`src/nx_macros.svh`:
```
// Build-time sizing for the output-collection row
// Included by the packages and by any module that sizes ports from these values

`ifndef NX_MACROS_SVH
`define NX_MACROS_SVH

// ==============================
// Row geometry
// ==============================

// Aggregators in the row, one per mesh column
`define NX_COLUMNS 4

// Output state bits held by each aggregator
`define NX_OUTPUTS 8

// ==============================
// Message field widths
// ==============================

`define NX_ADDR_WIDTH  5
`define NX_COORD_WIDTH 4
`define NX_MSG_WIDTH   32

`endif
```
`src/nx_agg_pkg.sv`:
```
// Aggregator-side types for output state and column identity
// Import in the aggregator and in the row top level

`default_nettype none

`include "nx_macros.svh"

package nx_agg_pkg;

    // Bits of address needed to pick one output
    localparam int OUT_ADDR_WIDTH = $clog2(`NX_OUTPUTS);

    // One aggregator's output state register
    typedef logic [`NX_OUTPUTS-1:0] outputs_t;

    // Output index, taken from the low signal address bits
    typedef logic [OUT_ADDR_WIDTH-1:0] out_addr_t;

    // Own column of an aggregator
    typedef logic [`NX_COORD_WIDTH-1:0] column_t;

endpackage : nx_agg_pkg

`default_nettype wire

```
`src/nx_msg_pkg.sv`:
```
// Message format carried over the mesh and along the aggregator chain
// Import wherever a stream or a message field is handled

`default_nettype none

`include "nx_macros.svh"

package nx_msg_pkg;

    // ==============================
    // Field widths
    // ==============================

    // Header is two coordinates plus the 2-bit command
    localparam int NODE_HEADER_WIDTH = (2 * `NX_COORD_WIDTH) + 2;

    // Whatever the signal view leaves unused at the bottom of the word
    localparam int NODE_SIGNAL_PAD = `NX_MSG_WIDTH - NODE_HEADER_WIDTH - `NX_ADDR_WIDTH - 1;

    // ==============================
    // Types
    // ==============================

    // Only SIGNAL is acted on by the aggregators
    typedef enum logic [1:0] {
        NODE_COMMAND_LOAD    = 2'd0,
        NODE_COMMAND_SIGNAL  = 2'd1,
        NODE_COMMAND_TRACE   = 2'd2,
        NODE_COMMAND_CONTROL = 2'd3
    } node_command_t;

    typedef logic [`NX_COORD_WIDTH-1:0] node_coord_t;
    typedef logic [`NX_ADDR_WIDTH-1:0]  node_addr_t;
    typedef logic [`NX_MSG_WIDTH-1:0]   node_raw_t;

    typedef struct packed {
        node_coord_t   target_row;
        node_coord_t   target_column;
        node_command_t command;
    } node_header_t;

    // Signal view, MSB first
    typedef struct packed {
        node_header_t                 header;
        node_addr_t                   address;
        logic                         data;
        logic [NODE_SIGNAL_PAD-1:0]   padding;
    } node_signal_t;

    // Same 32 bits seen raw or as a signal
    typedef union packed {
        node_raw_t    raw;
        node_signal_t signal;
    } node_message_t;

endpackage : nx_msg_pkg

`default_nettype wire

```
`src/nx_output_row.sv`:
```
// Output-collection row: a chain of aggregators, one per mesh column
// Column 0 feeds the host link, the far end takes another row segment

`default_nettype none

`include "nx_macros.svh"

module nx_output_row
    import nx_msg_pkg::*,
           nx_agg_pkg::*;
(
    input  wire logic                               i_clk,
    input  wire logic                               i_reset,
    // Mesh columns
    input  wire node_message_t [`NX_COLUMNS-1:0]    i_mesh_data,
    input  wire logic [`NX_COLUMNS-1:0]             i_mesh_valid,
    output logic [`NX_COLUMNS-1:0]                  o_mesh_ready,
    // Far end of the chain
    input  wire node_message_t                      i_chain_data,
    input  wire logic                               i_chain_valid,
    output logic                                    o_chain_ready,
    // Host link
    output node_message_t                           o_host_data,
    output logic                                    o_host_valid,
    input  wire logic                               i_host_ready,
    // Status
    output logic [`NX_COLUMNS*`NX_OUTPUTS-1:0]      o_outputs,
    output logic                                    o_idle
);

    // ==============================
    // Chain links
    // ==============================

    // Link k is aggregator k's outbound, link NX_COLUMNS is the chain input
    node_message_t [`NX_COLUMNS:0] link_data;
    logic [`NX_COLUMNS:0]          link_valid;
    logic [`NX_COLUMNS:0]          link_ready;
    logic [`NX_COLUMNS-1:0]        col_idle;

    assign link_data[`NX_COLUMNS]  = i_chain_data;
    assign link_valid[`NX_COLUMNS] = i_chain_valid;
    assign o_chain_ready           = link_ready[`NX_COLUMNS];

    assign o_host_data   = link_data[0];
    assign o_host_valid  = link_valid[0];
    assign link_ready[0] = i_host_ready;

    // ==============================
    // Aggregators
    // ==============================

    for (genvar k = 0; k < `NX_COLUMNS; k++) begin : gen_col
        nx_aggregator #(
            .COLUMN (column_t'(k))
        ) u_agg (
            .i_clk               (i_clk),
            .i_reset             (i_reset),
            .o_idle              (col_idle[k]),
            .o_outputs           (o_outputs[k*`NX_OUTPUTS +: `NX_OUTPUTS]),
            .i_inbound_data      (i_mesh_data[k]),
            .i_inbound_valid     (i_mesh_valid[k]),
            .o_inbound_ready     (o_mesh_ready[k]),
            .i_passthrough_data  (link_data[k+1]),
            .i_passthrough_valid (link_valid[k+1]),
            .o_passthrough_ready (link_ready[k+1]),
            .o_outbound_data     (link_data[k]),
            .o_outbound_valid    (link_valid[k]),
            .i_outbound_ready    (link_ready[k])
        );
    end

    // Row is idle only when every column is
    assign o_idle = &col_idle;

endmodule : nx_output_row

`default_nettype wire

```
`src/nx_aggregator.sv`:
```
// One column's aggregator: captures signals for its column into output state
// Everything else is merged with the chain passthrough and sent towards the host

`default_nettype none

module nx_aggregator
    import nx_msg_pkg::*,
           nx_agg_pkg::*;
#(
    parameter column_t COLUMN = '0
) (
    input  wire logic          i_clk,
    input  wire logic          i_reset,
    // Status
    output logic               o_idle,
    output outputs_t           o_outputs,
    // From this column of the mesh
    input  wire node_message_t i_inbound_data,
    input  wire logic          i_inbound_valid,
    output logic               o_inbound_ready,
    // From the next aggregator along the chain
    input  wire node_message_t i_passthrough_data,
    input  wire logic          i_passthrough_valid,
    output logic               o_passthrough_ready,
    // Towards the host
    output node_message_t      o_outbound_data,
    output logic               o_outbound_valid,
    input  wire logic          i_outbound_ready
);

    // ==============================
    // Signal detection
    // ==============================

    logic                is_signal;
    out_addr_t           sig_addr;
    logic                sig_data;
    outputs_t            outputs_q;

    // Arbiter hookup, slot 0 mesh and slot 1 passthrough
    node_message_t [1:0] arb_data;
    logic [1:0]          arb_valid;
    logic [1:0]          arb_ready;

    // Column match only, row is not checked
    assign is_signal = i_inbound_valid &&
        (i_inbound_data.signal.header.command == NODE_COMMAND_SIGNAL) &&
        (i_inbound_data.signal.header.target_column == COLUMN);

    // Low address bits pick the output
    assign sig_addr = i_inbound_data.signal.address[OUT_ADDR_WIDTH-1:0];
    assign sig_data = i_inbound_data.signal.data;

    // ==============================
    // Output state
    // ==============================

    always_ff @(posedge i_clk) begin
        if (i_reset) begin
            outputs_q <= '0;
        end else if (is_signal) begin
            outputs_q[sig_addr] <= sig_data;
        end
    end

    assign o_outputs = outputs_q;

    // ==============================
    // Merge with passthrough
    // ==============================

    assign arb_data[0]  = i_inbound_data;
    assign arb_valid[0] = i_inbound_valid && !is_signal;
    assign arb_data[1]  = i_passthrough_data;
    assign arb_valid[1] = i_passthrough_valid;

    // Captured signals are always taken at once
    assign o_inbound_ready     = is_signal || arb_ready[0];
    assign o_passthrough_ready = arb_ready[1];

    nx_stream_arbiter u_arbiter (
        .i_clk       (i_clk),
        .i_reset     (i_reset),
        .i_in_data   (arb_data),
        .i_in_valid  (arb_valid),
        .o_in_ready  (arb_ready),
        .o_out_data  (o_outbound_data),
        .o_out_valid (o_outbound_valid),
        .i_out_ready (i_outbound_ready)
    );

    // Nothing offered and nothing held in the slot
    assign o_idle = !i_inbound_valid && !i_passthrough_valid && !o_outbound_valid;

    // Mesh side holds an offered message until it is taken
    assert property (@(posedge i_clk) disable iff (i_reset)
        (i_inbound_valid && !o_inbound_ready) |=>
            (i_inbound_valid && $stable(i_inbound_data)))
        else $error("Mesh message dropped or changed before it was taken");

endmodule : nx_aggregator

`default_nettype wire

```
`src/nx_stream_arbiter.sv`:
```
// Two-input round-robin merge of valid/ready message streams
// Winner is loaded into one registered outbound slot, refilled as it drains

`default_nettype none

module nx_stream_arbiter
    import nx_msg_pkg::*;
(
    input  wire logic              i_clk,
    input  wire logic              i_reset,
    // Inbound streams
    input  wire node_message_t [1:0] i_in_data,
    input  wire logic [1:0]        i_in_valid,
    output logic [1:0]             o_in_ready,
    // Outbound stream
    output node_message_t          o_out_data,
    output logic                   o_out_valid,
    input  wire logic              i_out_ready
);

    // ==============================
    // State
    // ==============================

    // Registered outbound slot
    node_message_t slot_data_q;
    logic          slot_valid_q;

    // Index of the input that won the last contended or single grant
    logic          last_q;

    // Combinational grant
    logic          can_load;
    logic          pick;
    logic [1:0]    grant;

    // ==============================
    // Grant selection
    // ==============================

    // Slot takes new data when empty or draining this cycle
    assign can_load = !slot_valid_q || i_out_ready;

    // Both valid, the loser of last time wins
    // Single valid, that input wins
    assign pick = (&i_in_valid) ? !last_q : i_in_valid[1];

    assign grant[0] = can_load && i_in_valid[0] && !pick;
    assign grant[1] = can_load && i_in_valid[1] && pick;

    // Ready only for the winner, low under back-pressure
    assign o_in_ready = grant;

    // ==============================
    // Slot and pointer
    // ==============================

    always_ff @(posedge i_clk) begin
        if (i_reset) begin
            slot_valid_q <= 1'b0;
            // Points at input 1 so input 0 goes first
            last_q       <= 1'b1;
        end else begin
            if (|grant) begin
                slot_valid_q <= 1'b1;
                last_q       <= pick;
            end else if (i_out_ready) begin
                slot_valid_q <= 1'b0;
            end
        end
    end

    // Payload only moves on a grant
    always_ff @(posedge i_clk) begin
        if (|grant) begin
            slot_data_q <= i_in_data[pick];
        end
    end

    assign o_out_data  = slot_data_q;
    assign o_out_valid = slot_valid_q;

    // ==============================
    // Checks
    // ==============================

    // Stalled slot keeps its message until taken
    assert property (@(posedge i_clk) disable iff (i_reset)
        (o_out_valid && !i_out_ready) |=> (o_out_valid && $stable(o_out_data)))
        else $error("Outbound message changed while stalled");

    // Back-to-back contended grants go to opposite inputs
    assert property (@(posedge i_clk) disable iff (i_reset)
        ((&i_in_valid) && (|o_in_ready) &&
         $past((&i_in_valid) && (|o_in_ready) && !i_reset))
            |-> (o_in_ready != $past(o_in_ready)))
        else $error("Contended grant did not alternate");

endmodule : nx_stream_arbiter

`default_nettype wire

```
`config.mk`:
```
export PLATFORM = sky130hd
export DESIGN_NAME = nx_output_row
export DESIGN_NICKNAME = d
export VERILOG_FILES = /design/src/nx_agg_pkg.sv /design/src/nx_msg_pkg.sv /design/src/nx_output_row.sv /design/src/nx_aggregator.sv /design/src/nx_stream_arbiter.sv
export VERILOG_INCLUDE_DIRS = /design/src /design/src/src
export SDC_FILE = /design/constraint.sdc
export NUM_CORES = 1
export LEC_CHECK = 0
export ABC_CLOCK_PERIOD_IN_PS = 3470
export CAP_MARGIN = 20
export CORE_MARGIN = 1.5
export CORE_UTILIZATION = 55
export DETAILED_ROUTE_END_ITERATION = 10
export DONT_BUFFER_PORTS = 1
export GPL_ROUTABILITY_DRIVEN = 1
export HOLD_SLACK_MARGIN = 0.06
export PLACE_DENSITY = 0.76
export SLEW_MARGIN = 20
export SYNTH_ARGS = -nofsm -noshare
export SYNTH_HDL_FRONTEND = slang
export SYNTH_SLANG_ARGS = --single-unit
export TNS_END_PERCENT = 50
```
`constraint.sdc`:
```
create_clock -name i_clk -period 3.47 [get_ports i_clk]
set_clock_uncertainty 0.2 [all_clocks]
set_input_delay 0.347 -clock i_clk [delete_from_list [all_inputs] [get_ports i_clk]]
set_output_delay 0.347 -clock i_clk [all_outputs]
set_load 0.01 [all_outputs]
```
==> results of run 1 <==
[kinds of logic after synthesis]
logic type	count (synthesis)
AND/OR/NAND/NOR	211
AO/OA/AOI/OAI	67
flip-flops	168
multiplexers	110
buffers and inverters	39
[through the flow]
step                      hold WS, ps  instance area, µm²  instances
after global placement            219                7690        749
after floorplan                   273                7570        595
after detailed placement          222                7690        749
==> flow_metrics.py, run 1 <==
metrics = {
    "placement": {
        "dp_worst_setup_slack_ps": 775,
        "portBuffers": 0,
        "place_congestion": 0.833,
        "dpl.hpwl_um": 12300,
    },
    "logic_synthesis": {
        "ys_seq_elements": 168,
        "synth.distinct_cells": 47,
        "synth_area_um2": 7570,
        "synth_cells": 595,
        "synth_nets": 763,
        "muxShareOfSynthArea_pct": 17.6,
        "async_flop_share_pct": 0,
        "avgSynthCellArea_um2": 12.7,
        "yosys.cell_count.top_type": "edfxtp_1",
        "synth_top_family_by_area": "multiplexers",
        "ys_seq_area_share_pct": 61.4,
        "synth_edf_count": 128,
        "yosys.area_share.adder_pct": 0,
        "synth_top_area_share_pct": 50.8,
        "synth_xor_area_share_pct": 0,
        "yosys_warnings": 0,
        "synth_ff_type": "edfxtp_1",
        "synth_compound_area_share_pct": 5.40,
        "synth_area_leaders": "edfxtp_1, dfxtp_1, mux2_2",
        "synth_common_cells": "edfxtp_1, nand2_1, mux2_2",
        "synth_largest_area_cell": "edfxtp_1",
        "synthSimpleGateAreaFrac_pct": 12.6,
    },
    "cts": {
        "cts.root.buffer_cell": "clkbuf_16",
        "cts.hold.buffers_added": 157,
        "htree_levels": 4,
        "cts.sinks": 168,
        "ctsResizeCount": 0,
        "cts_setup_buffers": 0,
        "cts_buffer_depth": 2,
        "cts_buffers": 17,
    },
    "status": {
        "error_line": "[ERROR RSZ-0060] Max buffer count reached.",
        "status": "aborted with a tool error",
        "stop_stage": "clock tree synthesis",
    },
    "die": {
        "num_rows": 42,
        "die_y_um": 120,
        "pin_count": 239,
        "initial_core_util_pct": 56.7,
        "die_x_um": 120,
    },
}
==> inputs of run 2 (changes only) <==
- ABC_CLOCK_PERIOD_IN_PS: 3470 -> 4510
- CORE_UTILIZATION: 55 -> 40
- HOLD_SLACK_MARGIN: 0.06 -> default
- PLACE_DENSITY: 0.76 -> default
- PLACE_DENSITY_LB_ADDON: default -> 0.15
- clock period: 3.47 -> 4.51 ns (I/O delays scaled with it)
==> flow_metrics.py, run 2 <==
metrics = {
    "status": {
        "status": "completed",
    },
    "setup_path": {
        "rr_worst_depth": 5,
        "r2r_slack_ps": 1590,
        "path_max_fanout": 36,
        "start_kind": "flip-flop",
        "critPathArrivalTime_ps": 2400,
        "worstSetupPathType": "reg -> out",
        "worstPathRequired_ps": 3860,
        "timing.rr.end": "gen_col[3].u_agg.u_arbiter.o_out_data[6]",
        "endpoint_kind": "output pin",
        "r2r_start": "gen_col[3].u_agg.u_arbiter.o_out_valid",
    },
    "min_path": {
        "whs_endpoint": "gen_col[2].u_agg.u_arbiter.o_out_data[1]",
        "min_path_cells": 2,
        "min_path_type": "in -> reg",
        "hp-start": "i_mesh_data[65]",
    },
    "cells_and_area": {
        "fin_util_pct": 44.8,
        "stdcell_count": 842,
        "mostFrequentLayoutCell": "edfxtp_1",
        "area_growth_pct": 10.4,
        "mostFrequentLayoutCells": "edfxtp_1, nand2_1, mux2_2",
        "largest_reg_flops": 128,
        "antenna_cells": 0,
        "drive_gt1_share_pct": 24.5,
        "nNetsFinal": 763,
    },
    "logic_synthesis": {
        "synth_nets": 763,
        "synth_edf_count": 128,
        "synth_largest_area_cell": "edfxtp_1",
        "ys_seq_area_share_pct": 61.4,
        "yosys_warnings": 0,
        "synth_ff_type": "edfxtp_1",
        "synth_area_um2": 7570,
        "synth_top_area_share_pct": 50.8,
        "yosys.cell_count.top_type": "edfxtp_1",
        "async_flop_share_pct": 0,
        "synth_area_leaders": "edfxtp_1, dfxtp_1, mux2_2",
        "avgSynthCellArea_um2": 12.7,
        "synth_cells": 595,
        "ys_seq_elements": 168,
        "synth_common_cells": "edfxtp_1, nand2_1, mux2_2",
        "synth.distinct_cells": 47,
    },
    "cts": {
        "cts_buffer_depth": 2,
        "cts.sinks": 168,
        "insertion_delay_ps": 420,
        "cts.root.buffer_cell": "clkbuf_16",
        "ctsResizeCount": 0,
        "cts_buffers": 17,
        "clkTransAtPathRegs_ps": 70,
        "htree_levels": 4,
        "cts_tree": "yes",
    },
    "die": {
        "pin_count": 239,
        "die_x_um": 141,
        "initial_core_util_pct": 40.6,
        "num_rows": 50,
        "core_um2": 18600,
        "die_y_um": 141,
        "die_area_um2": 19800,
    },
    "global_route": {
        "grt_pass1_wl_um": 24900,
        "grt_pass1_vias": 4360,
        "overflow": 0,
        "grt_max_degree": 41,
        "antenna_found_initial": 0,
        "track_usage_pct": 16.8,
    },
    "sta": {
        "fin_crit_ps": 3050,
        "slew_headroom_pct": 30.4,
        "max_freq_mhz": 328,
        "final-max-slew-violation-count": 0,
        "rsz0062_at_grt": "false",
        "hold_viol_final": 0,
        "worst_pin_slew_ps": 1040,
        "finalSetupViolCount": 0,
        "fin_crit_sh_pct": 67.6,
        "setup-tns-final_ps": 0,
    },
    "route": {
        "vias_per_cell": 5.26,
        "via_count": 4430,
        "dr.pass1.iters": 5,
        "drt_iter0_drc": 246,
        "wl_per_cell_um": 19.8,
        "wirelength_um": 16700,
        "antenna_left": 0,
        "drcViolationCount": 0,
    },
    "placement": {
        "dp_cells": 803,
        "place_congestion": 0.788,
        "portBuffers": 0,
        "dpl.hpwl_um": 12400,
    },
    "power": {
        "total_power_mw": 3.57,
        "vdd_ir_drop_max_mv": 0.250,
        "p_per_area_nw_per_um2": 428,
        "leakagePower_nw": 3.05,
    },
    "job": {
        "maxCapViolations": 0,
    },
}
[run 2: cell counts after synthesis]
Identical to the previous run, type by type.
[run 2: cells by family after synthesis]
| group | count (synthesis) | synth area share [%] |
|---|---|---|
| flip-flops | 168 | 61.4 |
| multiplexers | 110 | 17.6 |
| AND/OR/NAND/NOR | 211 | 12.6 |
| AO/OA/AOI/OAI | 67 | 5.41 |
| buffers and inverters | 39 | 3.04 |
[run 2: critical path: stages, from the launching register on]
cell and delay [ps]:
dfxtp_1 360, nor3b_1 180, a21oi_4 710, o21ai_0 290, nor2_1 300, nor2_1 150
[run 2: worst max path at each step]
stage                                               end  cells past startpoint                              startpoint
2_1_floorplan  gen_col[1].u_agg.u_arbiter.o_out_data[0]                      3                         i_mesh_data[25]
4_1_cts                                   o_chain_ready                      5  gen_col[3].u_agg.u_arbiter.o_out_valid
5_1_grt                                   o_chain_ready                      5  gen_col[3].u_agg.u_arbiter.o_out_valid
3_5_place_dp                            o_mesh_ready[3]                      5                        i_mesh_data[123]
3_3_place_gp                            o_mesh_ready[3]                      5                        i_mesh_data[123]
6_report                                  o_chain_ready                      5  gen_col[3].u_agg.u_arbiter.o_out_valid
[run 2: cell type report]
type	count	area (µm²)
multi-input combinational	388	2750
clock buffer	18	429
inverter	9	33.8
tap	234	293
timing repair buffer	11	110
sequential	168	4640
fill	1688	10300
clock inverter	14	100
[run 2: metrics by stage]
stage / area, µm² / hold WS, ps / worst slack (ps)
floorplan: 7570 / 273 / 631
global placement: 7740 / 291 / 1580
detailed placement: 7740 / 297 / 1500
CTS: 8340 / 1.38 / 1440
global route: 8360 / 0.524 / 1270
finish: 8360 / 22.2 / 1460
[run 2: layer usage]
metal	vias up	track usage, %	routed length, µm
met2	200	25.1	7430
met4	0	5.70	316
li1	2137	-	-
met1	2074	22.3	7420
met5	-	0	0
met3	19	6.36	1500
[run 2: where the power goes]
part           switching, mW  internal (mW)
Clock                  0.603          0.707
Sequential            0.0674           1.86
Combinational          0.185          0.154
[run 2: timing repair]
action	in CTS	in global routing
hold buffers	6	1
endpoints found under the hold margin	40	1
setup buffers	0	0
(Power assumes the default switching activity.)
